`config.mk`:
```
export PLATFORM = sky130hd
export DESIGN_NAME = cpu
export DESIGN_NICKNAME = d
export VERILOG_FILES = /design/src/pipeline_types.sv /design/src/backend.sv /design/src/cpu.sv /design/src/frontend.sv /design/src/icache.sv /design/src/lsu.sv /design/src/regfile.sv
export SDC_FILE = /design/constraint.sdc
export NUM_CORES = 2
export LEC_CHECK = 0
export BUFFER_PORTS_ARGS = -buffer_cell sky130_fd_sc_hd__buf_2
export CAP_MARGIN = 20
export CELL_PAD_IN_SITES_DETAIL_PLACEMENT = 1
export CELL_PAD_IN_SITES_GLOBAL_PLACEMENT = 2
export CORE_MARGIN = 4
export CORE_UTILIZATION = 42
export CTS_CLUSTER_DIAMETER = 100
export DETAILED_ROUTE_END_ITERATION = 10
export MAX_ROUTING_LAYER = met4
export PLACE_DENSITY_LB_ADDON = 0.1
export SYNTH_ARGS = -nofsm -noshare
export SYNTH_HDL_FRONTEND = slang
export SYNTH_SLANG_ARGS = --single-unit
```
`constraint.sdc`:
```
create_clock -name clk -period 24.6 [get_ports clk]
set_input_delay 3.69 -clock clk [delete_from_list [all_inputs] [get_ports clk]]
set_output_delay 3.69 -clock clk [all_outputs]
set_load 0.02 [all_outputs]
```
`src/pipeline_types.sv`:
```
package pipeline_types;

    typedef logic [31:0] bus32_t;

    // word k of a line sits in bits 32k+31 down to 32k.
    typedef logic [255:0] bus256_t;

    localparam int PIPE_WIDTH = 3;
    localparam int STAGE_FETCH = 0;
    localparam int STAGE_ICACHE = 1;
    localparam int STAGE_EXEC = 2;

    // any opcode outside this set retires as a no-op without a register write.
    typedef enum logic [5:0] {
        OP_ADD  = 6'h01,
        OP_SUB  = 6'h02,
        OP_AND  = 6'h03,
        OP_OR   = 6'h04,
        OP_XOR  = 6'h05,
        OP_ADDI = 6'h06,
        OP_LD_W = 6'h07,
        OP_ST_W = 6'h08,
        OP_BEQ  = 6'h09,
        OP_BNE  = 6'h0a
    } opcode_t;

    function automatic opcode_t inst_opcode(input bus32_t inst);
        return opcode_t'(inst[31:26]);
    endfunction

    function automatic logic [4:0] inst_rd(input bus32_t inst);
        return inst[25:21];
    endfunction

    function automatic logic [4:0] inst_rj(input bus32_t inst);
        return inst[20:16];
    endfunction

    // only the register ops read rk; st_w, beq and bne take rd as second source.
    function automatic logic [4:0] inst_rk(input bus32_t inst);
        return inst[15:11];
    endfunction

    function automatic bus32_t inst_imm(input bus32_t inst);
        return {{16{inst[15]}}, inst[15:0]};
    endfunction

    function automatic bus32_t line_word(input bus256_t line, input logic [2:0] sel);
        return line[32*sel +: 32];
    endfunction

endpackage

```
`src/backend.sv`:
```
`timescale 1ns/1ps

module backend (
    input  logic clk,
    input  logic reset_i,
    input  logic inst_valid_i,
    input  pipeline_types::bus32_t inst_pc_i,
    input  pipeline_types::bus32_t inst_i,
    output logic [pipeline_types::PIPE_WIDTH-1:0] flush_o,
    output logic [pipeline_types::PIPE_WIDTH-1:0] pause_o,
    output pipeline_types::bus32_t new_pc_o,
    output logic ls_req_o,
    output logic ls_we_o,
    output pipeline_types::bus32_t ls_addr_o,
    output pipeline_types::bus32_t ls_wdata_o,
    input  logic ls_done_i,
    input  pipeline_types::bus32_t ls_rdata_i,
    output logic inst_valid_o,
    output pipeline_types::bus32_t debug_wb_pc_o,
    output pipeline_types::bus32_t debug_wb_inst_o,
    output logic debug_wb_rf_wen_o,
    output logic [4:0] debug_wb_rf_wnum_o,
    output pipeline_types::bus32_t debug_wb_rf_wdata_o
);
    import pipeline_types::*;

    opcode_t op;
    logic [4:0] rd;
    logic [4:0] rj;
    logic [4:0] rk;
    logic [4:0] rb_addr;
    bus32_t imm;
    bus32_t rf_a;
    bus32_t rf_b;
    bus32_t src_a;
    bus32_t src_b;
    bus32_t alu_res;
    logic uses_rk;
    logic writes_rd;
    logic is_mem;
    logic taken;
    logic exec_fire;
    logic mem_pending_q;

    assign op = inst_opcode(inst_i);
    assign rd = inst_rd(inst_i);
    assign rj = inst_rj(inst_i);
    assign rk = inst_rk(inst_i);
    assign imm = inst_imm(inst_i);

    assign uses_rk = op inside {OP_ADD, OP_SUB, OP_AND, OP_OR, OP_XOR};
    assign writes_rd = uses_rk || (op == OP_ADDI) || (op == OP_LD_W);
    assign is_mem = op inside {OP_LD_W, OP_ST_W};
    assign rb_addr = uses_rk ? rk : rd;

    regfile u_regfile (
        .clk,
        .reset_i,
        .raddr_a_i(rj),
        .raddr_b_i(rb_addr),
        .rdata_a_o(rf_a),
        .rdata_b_o(rf_b),
        .we_i(debug_wb_rf_wen_o),
        .waddr_i(debug_wb_rf_wnum_o),
        .wdata_i(debug_wb_rf_wdata_o)
    );

    // the commit registers double as the writeback stage and feed forwarding.
    assign src_a = (debug_wb_rf_wen_o && (debug_wb_rf_wnum_o == rj)) ? debug_wb_rf_wdata_o : rf_a;
    assign src_b = (debug_wb_rf_wen_o && (debug_wb_rf_wnum_o == rb_addr)) ?
                   debug_wb_rf_wdata_o : rf_b;

    always_comb begin
        alu_res = src_a + imm;
        case (op)
            OP_ADD: alu_res = src_a + src_b;
            OP_SUB: alu_res = src_a - src_b;
            OP_AND: alu_res = src_a & src_b;
            OP_OR:  alu_res = src_a | src_b;
            OP_XOR: alu_res = src_a ^ src_b;
            default: ;
        endcase
    end

    assign taken = inst_valid_i && (((op == OP_BEQ) && (src_a == src_b)) ||
                                    ((op == OP_BNE) && (src_a != src_b)));
    assign new_pc_o = inst_pc_i + 32'd4 + {imm[29:0], 2'b00};

    // the branch itself retires, so only the stages behind it are flushed.
    always_comb begin
        flush_o = '0;
        flush_o[STAGE_FETCH] = taken;
        flush_o[STAGE_ICACHE] = taken;
    end

    assign pause_o = {PIPE_WIDTH{inst_valid_i && is_mem && !ls_done_i}};
    assign exec_fire = inst_valid_i && !pause_o[STAGE_EXEC];

    assign ls_req_o = inst_valid_i && is_mem && !mem_pending_q;
    assign ls_we_o = (op == OP_ST_W);
    assign ls_addr_o = alu_res;
    assign ls_wdata_o = src_b;

    always_ff @(posedge clk) begin
        if (reset_i) begin
            inst_valid_o <= 1'b0;
            debug_wb_rf_wen_o <= 1'b0;
            mem_pending_q <= 1'b0;
        end else begin
            inst_valid_o <= exec_fire;
            debug_wb_rf_wen_o <= exec_fire && writes_rd && (rd != 5'd0);
            if (ls_req_o) begin
                mem_pending_q <= 1'b1;
            end else if (ls_done_i) begin
                mem_pending_q <= 1'b0;
            end
        end
    end

    always_ff @(posedge clk) begin
        if (exec_fire) begin
            debug_wb_pc_o <= inst_pc_i;
            debug_wb_inst_o <= inst_i;
            debug_wb_rf_wnum_o <= rd;
            debug_wb_rf_wdata_o <= (op == OP_LD_W) ? ls_rdata_i : alu_res;
        end
    end
endmodule

```
`src/cpu.sv`:
```
`timescale 1ns/1ps

module cpu #(
    parameter int ICACHE_LINES = 8,
    parameter pipeline_types::bus32_t RESET_PC = 32'h0
) (
    input  logic clk,
    input  logic reset_i,

    input  logic icache_ret_valid_i,
    input  pipeline_types::bus256_t icache_ret_data_i,
    output logic icache_rd_req_o,
    output pipeline_types::bus32_t icache_rd_addr_o,

    // ducache suffixes name the data cache side, so _i ports leave the core.
    output logic ducache_ren_i,
    output pipeline_types::bus32_t ducache_araddr_i,
    input  logic ducache_rvalid_o,
    input  pipeline_types::bus32_t ducache_rdata_o,
    output logic ducache_wen_i,
    output pipeline_types::bus32_t ducache_wdata_i,
    output pipeline_types::bus32_t ducache_awaddr_i,
    output logic [3:0] ducache_strb,
    input  logic ducache_bvalid_o,

    output logic inst_valid_o,
    output pipeline_types::bus32_t debug_wb_pc_o,
    output pipeline_types::bus32_t debug_wb_inst_o,
    output logic debug_wb_rf_wen_o,
    output logic [4:0] debug_wb_rf_wnum_o,
    output pipeline_types::bus32_t debug_wb_rf_wdata_o
);
    import pipeline_types::*;

    logic [PIPE_WIDTH-1:0] flush;
    logic [PIPE_WIDTH-1:0] pause;
    bus32_t fetch_pc;
    bus32_t new_pc;
    logic stall;
    logic inst_valid;
    bus32_t inst_pc;
    bus32_t inst;
    logic ls_req;
    logic ls_we;
    bus32_t ls_addr;
    bus32_t ls_wdata;
    logic ls_done;
    bus32_t ls_rdata;

    frontend #(.RESET_PC(RESET_PC)) u_frontend (
        .clk, .reset_i,
        .pause_i(pause[STAGE_FETCH]), .flush_i(flush[STAGE_FETCH]),
        .new_pc_i(new_pc), .stall_i(stall), .fetch_pc_o(fetch_pc)
    );

    icache #(.ICACHE_LINES(ICACHE_LINES)) u_icache (
        .clk, .reset_i,
        .pause_i(pause[STAGE_ICACHE]), .flush_i(flush[STAGE_ICACHE]),
        .fetch_pc_i(fetch_pc), .stall_o(stall),
        .inst_valid_o(inst_valid), .inst_pc_o(inst_pc), .inst_o(inst),
        .rd_req_o(icache_rd_req_o), .rd_addr_o(icache_rd_addr_o),
        .ret_valid_i(icache_ret_valid_i), .ret_data_i(icache_ret_data_i)
    );

    backend u_backend (
        .clk, .reset_i,
        .inst_valid_i(inst_valid), .inst_pc_i(inst_pc), .inst_i(inst),
        .flush_o(flush), .pause_o(pause), .new_pc_o(new_pc),
        .ls_req_o(ls_req), .ls_we_o(ls_we), .ls_addr_o(ls_addr), .ls_wdata_o(ls_wdata),
        .ls_done_i(ls_done), .ls_rdata_i(ls_rdata),
        .inst_valid_o, .debug_wb_pc_o, .debug_wb_inst_o,
        .debug_wb_rf_wen_o, .debug_wb_rf_wnum_o, .debug_wb_rf_wdata_o
    );

    lsu u_lsu (
        .clk, .reset_i,
        .ls_req_i(ls_req), .ls_we_i(ls_we), .ls_addr_i(ls_addr), .ls_wdata_i(ls_wdata),
        .ls_done_o(ls_done), .ls_rdata_o(ls_rdata),
        .ducache_ren_i, .ducache_araddr_i, .ducache_rvalid_o, .ducache_rdata_o,
        .ducache_wen_i, .ducache_wdata_i, .ducache_awaddr_i, .ducache_strb,
        .ducache_bvalid_o
    );
endmodule

```
`src/frontend.sv`:
```
`timescale 1ns/1ps

module frontend #(
    parameter pipeline_types::bus32_t RESET_PC = 32'h0
) (
    input  logic clk,
    input  logic reset_i,
    input  logic pause_i,
    input  logic flush_i,
    input  pipeline_types::bus32_t new_pc_i,
    input  logic stall_i,
    output pipeline_types::bus32_t fetch_pc_o
);
    import pipeline_types::*;

    bus32_t pc_q;
    bus32_t pc_next;

    // a resolved branch wins over both a pause and an icache stall.
    always_comb begin
        if (flush_i) begin
            pc_next = new_pc_i;
        end else if (pause_i || stall_i) begin
            pc_next = pc_q;
        end else begin
            pc_next = pc_q + 32'd4;
        end
    end

    always_ff @(posedge clk) begin
        if (reset_i) begin
            pc_q <= RESET_PC;
        end else begin
            pc_q <= pc_next;
        end
    end

    assign fetch_pc_o = pc_q;
endmodule

```
`src/icache.sv`:
```
`timescale 1ns/1ps

module icache #(
    parameter int ICACHE_LINES = 8
) (
    input  logic clk,
    input  logic reset_i,
    input  logic pause_i,
    input  logic flush_i,
    input  pipeline_types::bus32_t fetch_pc_i,
    output logic stall_o,
    output logic inst_valid_o,
    output pipeline_types::bus32_t inst_pc_o,
    output pipeline_types::bus32_t inst_o,
    output logic rd_req_o,
    output pipeline_types::bus32_t rd_addr_o,
    input  logic ret_valid_i,
    input  pipeline_types::bus256_t ret_data_i
);
    import pipeline_types::*;

    localparam int IDX_W = $clog2(ICACHE_LINES);
    localparam int TAG_W = 27 - IDX_W;

    // the line is filled on the return cycle of the request state.
    typedef enum logic {ST_IDLE, ST_REQ} state_t;

    state_t state_q;
    logic drop_q;
    logic [ICACHE_LINES-1:0] valid_q;
    logic [TAG_W-1:0] tag_q [ICACHE_LINES];
    bus256_t line_q [ICACHE_LINES];
    bus32_t miss_pc_q;

    logic [IDX_W-1:0] pc_idx;
    logic [IDX_W-1:0] fill_idx;
    logic [TAG_W-1:0] pc_tag;
    logic hit;
    logic lookup_en;
    logic miss_start;
    logic fill;
    logic deliver;

    assign pc_idx = fetch_pc_i[5 +: IDX_W];
    assign pc_tag = fetch_pc_i[31 -: TAG_W];
    assign fill_idx = miss_pc_q[5 +: IDX_W];
    assign hit = valid_q[pc_idx] && (tag_q[pc_idx] == pc_tag);

    assign lookup_en = (state_q == ST_IDLE) && !flush_i && !pause_i;
    assign miss_start = lookup_en && !hit;
    assign fill = (state_q == ST_REQ) && ret_valid_i;
    // a line fetched for a flushed path is kept, but its word is not passed on.
    assign deliver = fill && !drop_q && !flush_i && !pause_i;

    assign stall_o = (state_q == ST_IDLE) ? !hit : !deliver;
    assign rd_req_o = (state_q == ST_REQ);
    assign rd_addr_o = {miss_pc_q[31:5], 5'b0};

    always_ff @(posedge clk) begin
        if (reset_i) begin
            state_q <= ST_IDLE;
            drop_q <= 1'b0;
            valid_q <= '0;
            inst_valid_o <= 1'b0;
        end else begin
            if (miss_start) begin
                state_q <= ST_REQ;
                drop_q <= 1'b0;
            end else if (fill) begin
                state_q <= ST_IDLE;
                valid_q[fill_idx] <= 1'b1;
            end else if ((state_q == ST_REQ) && flush_i) begin
                drop_q <= 1'b1;
            end

            if (flush_i) begin
                inst_valid_o <= 1'b0;
            end else if (lookup_en) begin
                inst_valid_o <= hit;
            end else if (deliver) begin
                inst_valid_o <= 1'b1;
            end
        end
    end

    always_ff @(posedge clk) begin
        if (miss_start) begin
            miss_pc_q <= fetch_pc_i;
        end
        if (fill) begin
            tag_q[fill_idx] <= miss_pc_q[31 -: TAG_W];
            line_q[fill_idx] <= ret_data_i;
        end
        if (lookup_en && hit) begin
            inst_o <= line_word(line_q[pc_idx], fetch_pc_i[4:2]);
            inst_pc_o <= fetch_pc_i;
        end else if (deliver) begin
            inst_o <= line_word(ret_data_i, miss_pc_q[4:2]);
            inst_pc_o <= miss_pc_q;
        end
    end
endmodule

```
`src/lsu.sv`:
```
`timescale 1ns/1ps

module lsu (
    input  logic clk,
    input  logic reset_i,
    input  logic ls_req_i,
    input  logic ls_we_i,
    input  pipeline_types::bus32_t ls_addr_i,
    input  pipeline_types::bus32_t ls_wdata_i,
    output logic ls_done_o,
    output pipeline_types::bus32_t ls_rdata_o,
    output logic ducache_ren_i,
    output pipeline_types::bus32_t ducache_araddr_i,
    input  logic ducache_rvalid_o,
    input  pipeline_types::bus32_t ducache_rdata_o,
    output logic ducache_wen_i,
    output pipeline_types::bus32_t ducache_wdata_i,
    output pipeline_types::bus32_t ducache_awaddr_i,
    output logic [3:0] ducache_strb,
    input  logic ducache_bvalid_o
);
    import pipeline_types::*;

    typedef enum logic [1:0] {ST_IDLE, ST_READ, ST_WRITE, ST_DONE} state_t;

    state_t state_q;
    bus32_t addr_q;
    bus32_t wdata_q;

    always_ff @(posedge clk) begin
        if (reset_i) begin
            state_q <= ST_IDLE;
        end else begin
            case (state_q)
                ST_IDLE:  if (ls_req_i) state_q <= ls_we_i ? ST_WRITE : ST_READ;
                ST_READ:  if (ducache_rvalid_o) state_q <= ST_DONE;
                ST_WRITE: if (ducache_bvalid_o) state_q <= ST_DONE;
                default:  state_q <= ST_IDLE;
            endcase
        end
    end

    always_ff @(posedge clk) begin
        if ((state_q == ST_IDLE) && ls_req_i) begin
            addr_q <= ls_addr_i;
            wdata_q <= ls_wdata_i;
        end
        if ((state_q == ST_READ) && ducache_rvalid_o) begin
            ls_rdata_o <= ducache_rdata_o;
        end
    end

    // request levels stay up until the matching response comes back.
    assign ducache_ren_i = (state_q == ST_READ);
    assign ducache_wen_i = (state_q == ST_WRITE);
    assign ducache_araddr_i = addr_q;
    assign ducache_awaddr_i = addr_q;
    assign ducache_wdata_i = wdata_q;
    assign ducache_strb = 4'b1111;
    assign ls_done_o = (state_q == ST_DONE);
endmodule

```
`src/regfile.sv`:
```
`timescale 1ns/1ps

module regfile (
    input  logic clk,
    input  logic reset_i,
    input  logic [4:0] raddr_a_i,
    input  logic [4:0] raddr_b_i,
    output pipeline_types::bus32_t rdata_a_o,
    output pipeline_types::bus32_t rdata_b_o,
    input  logic we_i,
    input  logic [4:0] waddr_i,
    input  pipeline_types::bus32_t wdata_i
);
    import pipeline_types::*;

    bus32_t regs_q [32];

    always_ff @(posedge clk) begin
        if (reset_i) begin
            for (int i = 0; i < 32; i++) begin
                regs_q[i] <= '0;
            end
        end else if (we_i && (waddr_i != 5'd0)) begin
            regs_q[waddr_i] <= wdata_i;
        end
    end

    // r0 is never written, so it always reads back as zero.
    assign rdata_a_o = regs_q[raddr_a_i];
    assign rdata_b_o = regs_q[raddr_b_i];
endmodule

```
==> run summary <==
- 3,608 — count of state elements after synthesis
- 1.215 ns — slew at the pin closest to its max-slew limit
- 11.06 ns — shortest period the worst path allows
- 400 — CTS buffer count
- 632.1 microns — Chip Height
- met4 — highest layer used for signal routing
- 0 — endpoints failing hold
- 16.07 sq um — Avg Synthesized Cell Area
- 0 — Final Slew Violations
- 102,344 — vias in the first global route
- 11.93 ns — worst endpoint data arrival time
- 47.91% — utilization after layout
- 103 — distinct cell type count after synthesis
- 0.74 ns — largest incremental delay on the critical path
- sky130_fd_sc_hd__clkbuf_16 — cell at the root of the clock tree
- 163,600 sq um — Netlist Area Pre-Place
- u_frontend.fetch_pc_o[1]$_SDFFE_PP0P_ — startpoint of the most critical hold path
- finished clean — result of the run
- 0 — endpoints failing setup
- u_icache.inst_o[27]$_DFFE_PN_ — source of the worst register-to-register timing path
- 24.30% — proportion of layout cells with a drive suffix above 1
- 126 — Crit Path Max Fanout
- 79.47 nW/um^2 — power per unit of standard cell area
- 0 — max-cap violations
- flip-flop — critical path launch point type
- 0 — quantity of hold-fixing buffers added after cts
- 26.73% — switching fraction of total power
- sky130_fd_sc_hd__edfxtp_1 — most common cell after layout, fill and taps aside
- false — RSZ-0062 raised after global routing
- 0 — Post-route DRC
- 27 — R2R cell count
- 3.937 mW — net load switching power
- 47.7% — fraction of power consumed by sequential logic
- 169 — antenna violations before repair
- 13.66 ns — post-placement worst setup slack
- sky130_fd_sc_hd__edfxtp_1 — most frequently used flop master after synthesis
- 632.1 microns — chip width
- 531 — IO Pins
- 30.64% — aggregate global-route resource usage
- 835,600 microns — wire length of the first global-routing pass
- 399,500 sq um — Die Footprint
- 3,608 — clk sink count
- 0 — post-cts gate resize count
- 25.47 ns — Req. time, crit path
- 61.56 nW — total leakage power
- 3,552 — number of flops mapped to enable cells by yosys
- 0 — warning count from the yosys run
- 18.17% — relative slew slack
- 11,069 — number of nets in the final layout
- flip-flop — critical path capture point type
- flip-flop to flip-flop — kind of path behind the tightest hold check
- 13.54 ns — Reg2Reg Setup Slack
- 5 — H-tree level count
- 44.96% — final clock period utilization by the worst path
- 231,300 microns — met1 layer wirelength in the final routing
- 0.07906 ns — Max Clock Skew
- 39.1% — fraction of power consumed by the clock network
- 0 — Detail Route Antenna Nets
- 0.06 ns — CTS clock-pin slew for the worst setup and hold paths
- 0 — count of cells along the worst hold path
- sky130_fd_sc_hd__buf_4 — cell repeated most along the worst path
- sky130_fd_sc_hd__buf_4 — standard cell with the maximum stage delay on the critical path
- yes — TritonCTS clock tree
- 6 — number of detailed-routing iterations run before antenna repair
- 4 — Max Root-Sink Buffers
- 228 — standard-cell rows
- u_icache.miss_pc_q[1]$_DFFE_PP_ — Worst Hold Path EP
- 521 — number of buffers added on ports
- 42.29% — effective utilization at floorplan
- 0 — total grt overflow
- 0 — setup repair bufs after CTS
- 386,800 sq um — Core Box Area
- 0% — Async S/R FF share, synth
- 13.2% — logic gate share of total power
- flip-flop to flip-flop — type of the worst setup path
- 127 — pin count of the biggest net entering global routing
- 10,180 — Cells after Synth
- 37,056 — fill cell instance count of the final layout
- 42,890 microns — met3 routed wirelength
- 0 ns — final total negative setup slack
- 90.42 MHz — maximum clock frequency
- 3,552 x sky130_fd_sc_hd__edfxtp_1, 1,063 x sky130_fd_sc_hd__mux4_2, 1,015 x sky130_fd_sc_hd__nand2_1 — most used cells in the layout excluding fill and tap cells
- 65.89% — proportion of synthesized chip area in sequential cells
- 13.54 ns — final worst setup slack
- 370,000 microns — detailed placement HPWL
- 0.06049 mV — Worst VDD drop
- 603,000 microns — aggregate routed wire length
- 11,034 — drt initial violations
- 37.09 microns — routed length per placed instance
- 297,100 microns — met2 routed WL
- 0.9003 — final RePlAce weighted congestion
- 99,815 — vias after detailed routing
- 1.00 ns — Skew-Pair Late Insertion Delay
- 13.29% — area overhead of the layout relative to synthesis
- 10.79 mW — Internal Pwr Total
- 6.139 — routed via count divided by cell count
-- cell usage after synthesis (all sizes together), types with 95 or more instances --
master / instances / share of area, %
o21ai: 223 / 0.68
and2: 1002 / 3.8
nor2: 260 / 0.60
inv: 117 / 0.27
a211oi: 113 / 0.52
a311oi: 125 / 0.67
and3: 119 / 0.46
mux4: 1063 / 15
nand3: 451 / 1.4
nand2: 1020 / 2.3
a21oi: 183 / 0.57
mux2: 95 / 0.66
ha: 168 / 1.3
edfxtp: 3552 / 65
mux2i: 140 / 0.86
buf: 273 / 0.92
clkbuf: 559 / 1.3
-- per-stage QoR --
step / hold WS [ns] / area (sq um) / power [mW] / std cells
6_report: 0.4704 / 185300 / 14.73 / 16258
5_1_grt: 0.4770 / 185200 / 15.21 / 16215
4_1_cts: 0.4670 / 184800 / 14.82 / 16101
3_5_place_dp: 0.4381 / 172500 / 9.079 / 15373
3_3_place_gp: 0.4446 / 172500 / 9.044 / 15370
2_1_floorplan: 0.4064 / 163700 / 8.224 / 10219
-- layout make-up --
| type | instances | area, sq um | area share (%) |
|---|---|---|---|
| repair buffers | 816 | 5235 | 2.825 |
| flip-flops and latches | 3608 | 107800 | 58.18 |
| well taps | 5175 | 6475 | 3.494 |
| inverters | 118 | 450.4 | 0.2430 |
| diodes | 152 | 380.4 | 0.2052 |
| multi-input cells | 5661 | 52650 | 28.41 |
| clock inverters | 205 | 1569 | 0.8466 |
| clock buffers | 523 | 10740 | 5.796 |
-- worst max path at each step --
stage,to,startpoint,cells after the start,slack [ns]
after CTS,flip-flop,u_icache.inst_o[27]$_DFFE_PN_,27,13.60
after global routing,flip-flop,u_icache.inst_o[27]$_DFFE_PN_,27,12.92
final,flip-flop,u_icache.inst_o[27]$_DFFE_PN_,27,13.54
after detailed placement,flip-flop,u_icache.inst_o[27]$_DFFE_PN_,27,13.66
after global placement,flip-flop,u_icache.inst_o[27]$_DFFE_PN_,27,13.85
after floorplan,u_icache.line_q[0][0]$_DFFE_PP_,icache_ret_valid_i,2,0.62
-- metal layers --
layer  up-vias  GRT usage (%)
met1     53524          37.86
met2      4286          49.65
met4         0          13.97
met5         -              -
met3      1251          5.167
li1      40754              -
-- sequential cells by signal, summed over array words and instances (netlist names), 2 cells and up, named ones only --
register and cells:
u_backend.debug_wb_inst_o 28, u_lsu.ducache_araddr_i 32, u_icache.inst_o 32, u_lsu.state_q 2
u_icache.line_q 2048, u_frontend.fetch_pc_o 32, u_backend.u_regfile.regs_q 1024, u_backend.debug_wb_pc_o 32
u_icache.tag_q 192, u_icache.valid_q 8, u_backend.debug_wb_rf_wdata_o 32, u_icache.inst_pc_o 32
u_lsu.ducache_wdata_i 32, u_lsu.ls_rdata_o 32, u_icache.miss_pc_q 32, u_backend.debug_wb_rf_wnum_o 4
-- kinds of logic after synthesis --
logic type | share of synthesized area (%)
simple gates | 9.516
flops | 65.89
compound gates | 3.975
fa+ha+maj | 1.322
buf+inv | 2.470
other cells | 0.004591
xor+xnor | 0.6746
mux | 16.15
-- power by group through the flow --
stage / combinational [mW] / clock, mW / sequential [mW]
global route: 2.05 / 6.14 / 7.03
global placement: 1.90 / 0 / 7.14
floorplan: 1.08 / 0 / 7.14
finish: 1.95 / 5.76 / 7.02
detailed placement: 1.93 / 0 / 7.15
CTS: 1.94 / 5.86 / 7.02
-- worst max-delay path: cells and delay by family, from the launching register on --
kind                     cells  cell delay, ns
AO/OA/AOI/OAI                7            1.80
adder cells (fa/ha/maj)      1            0.39
buffers and inverters        8            4.25
flip-flops                   1            0.63
multiplexers                 1            0.41
AND/OR/NAND/NOR             10            3.14
Note: power is estimated with default switching activity, not from simulation.
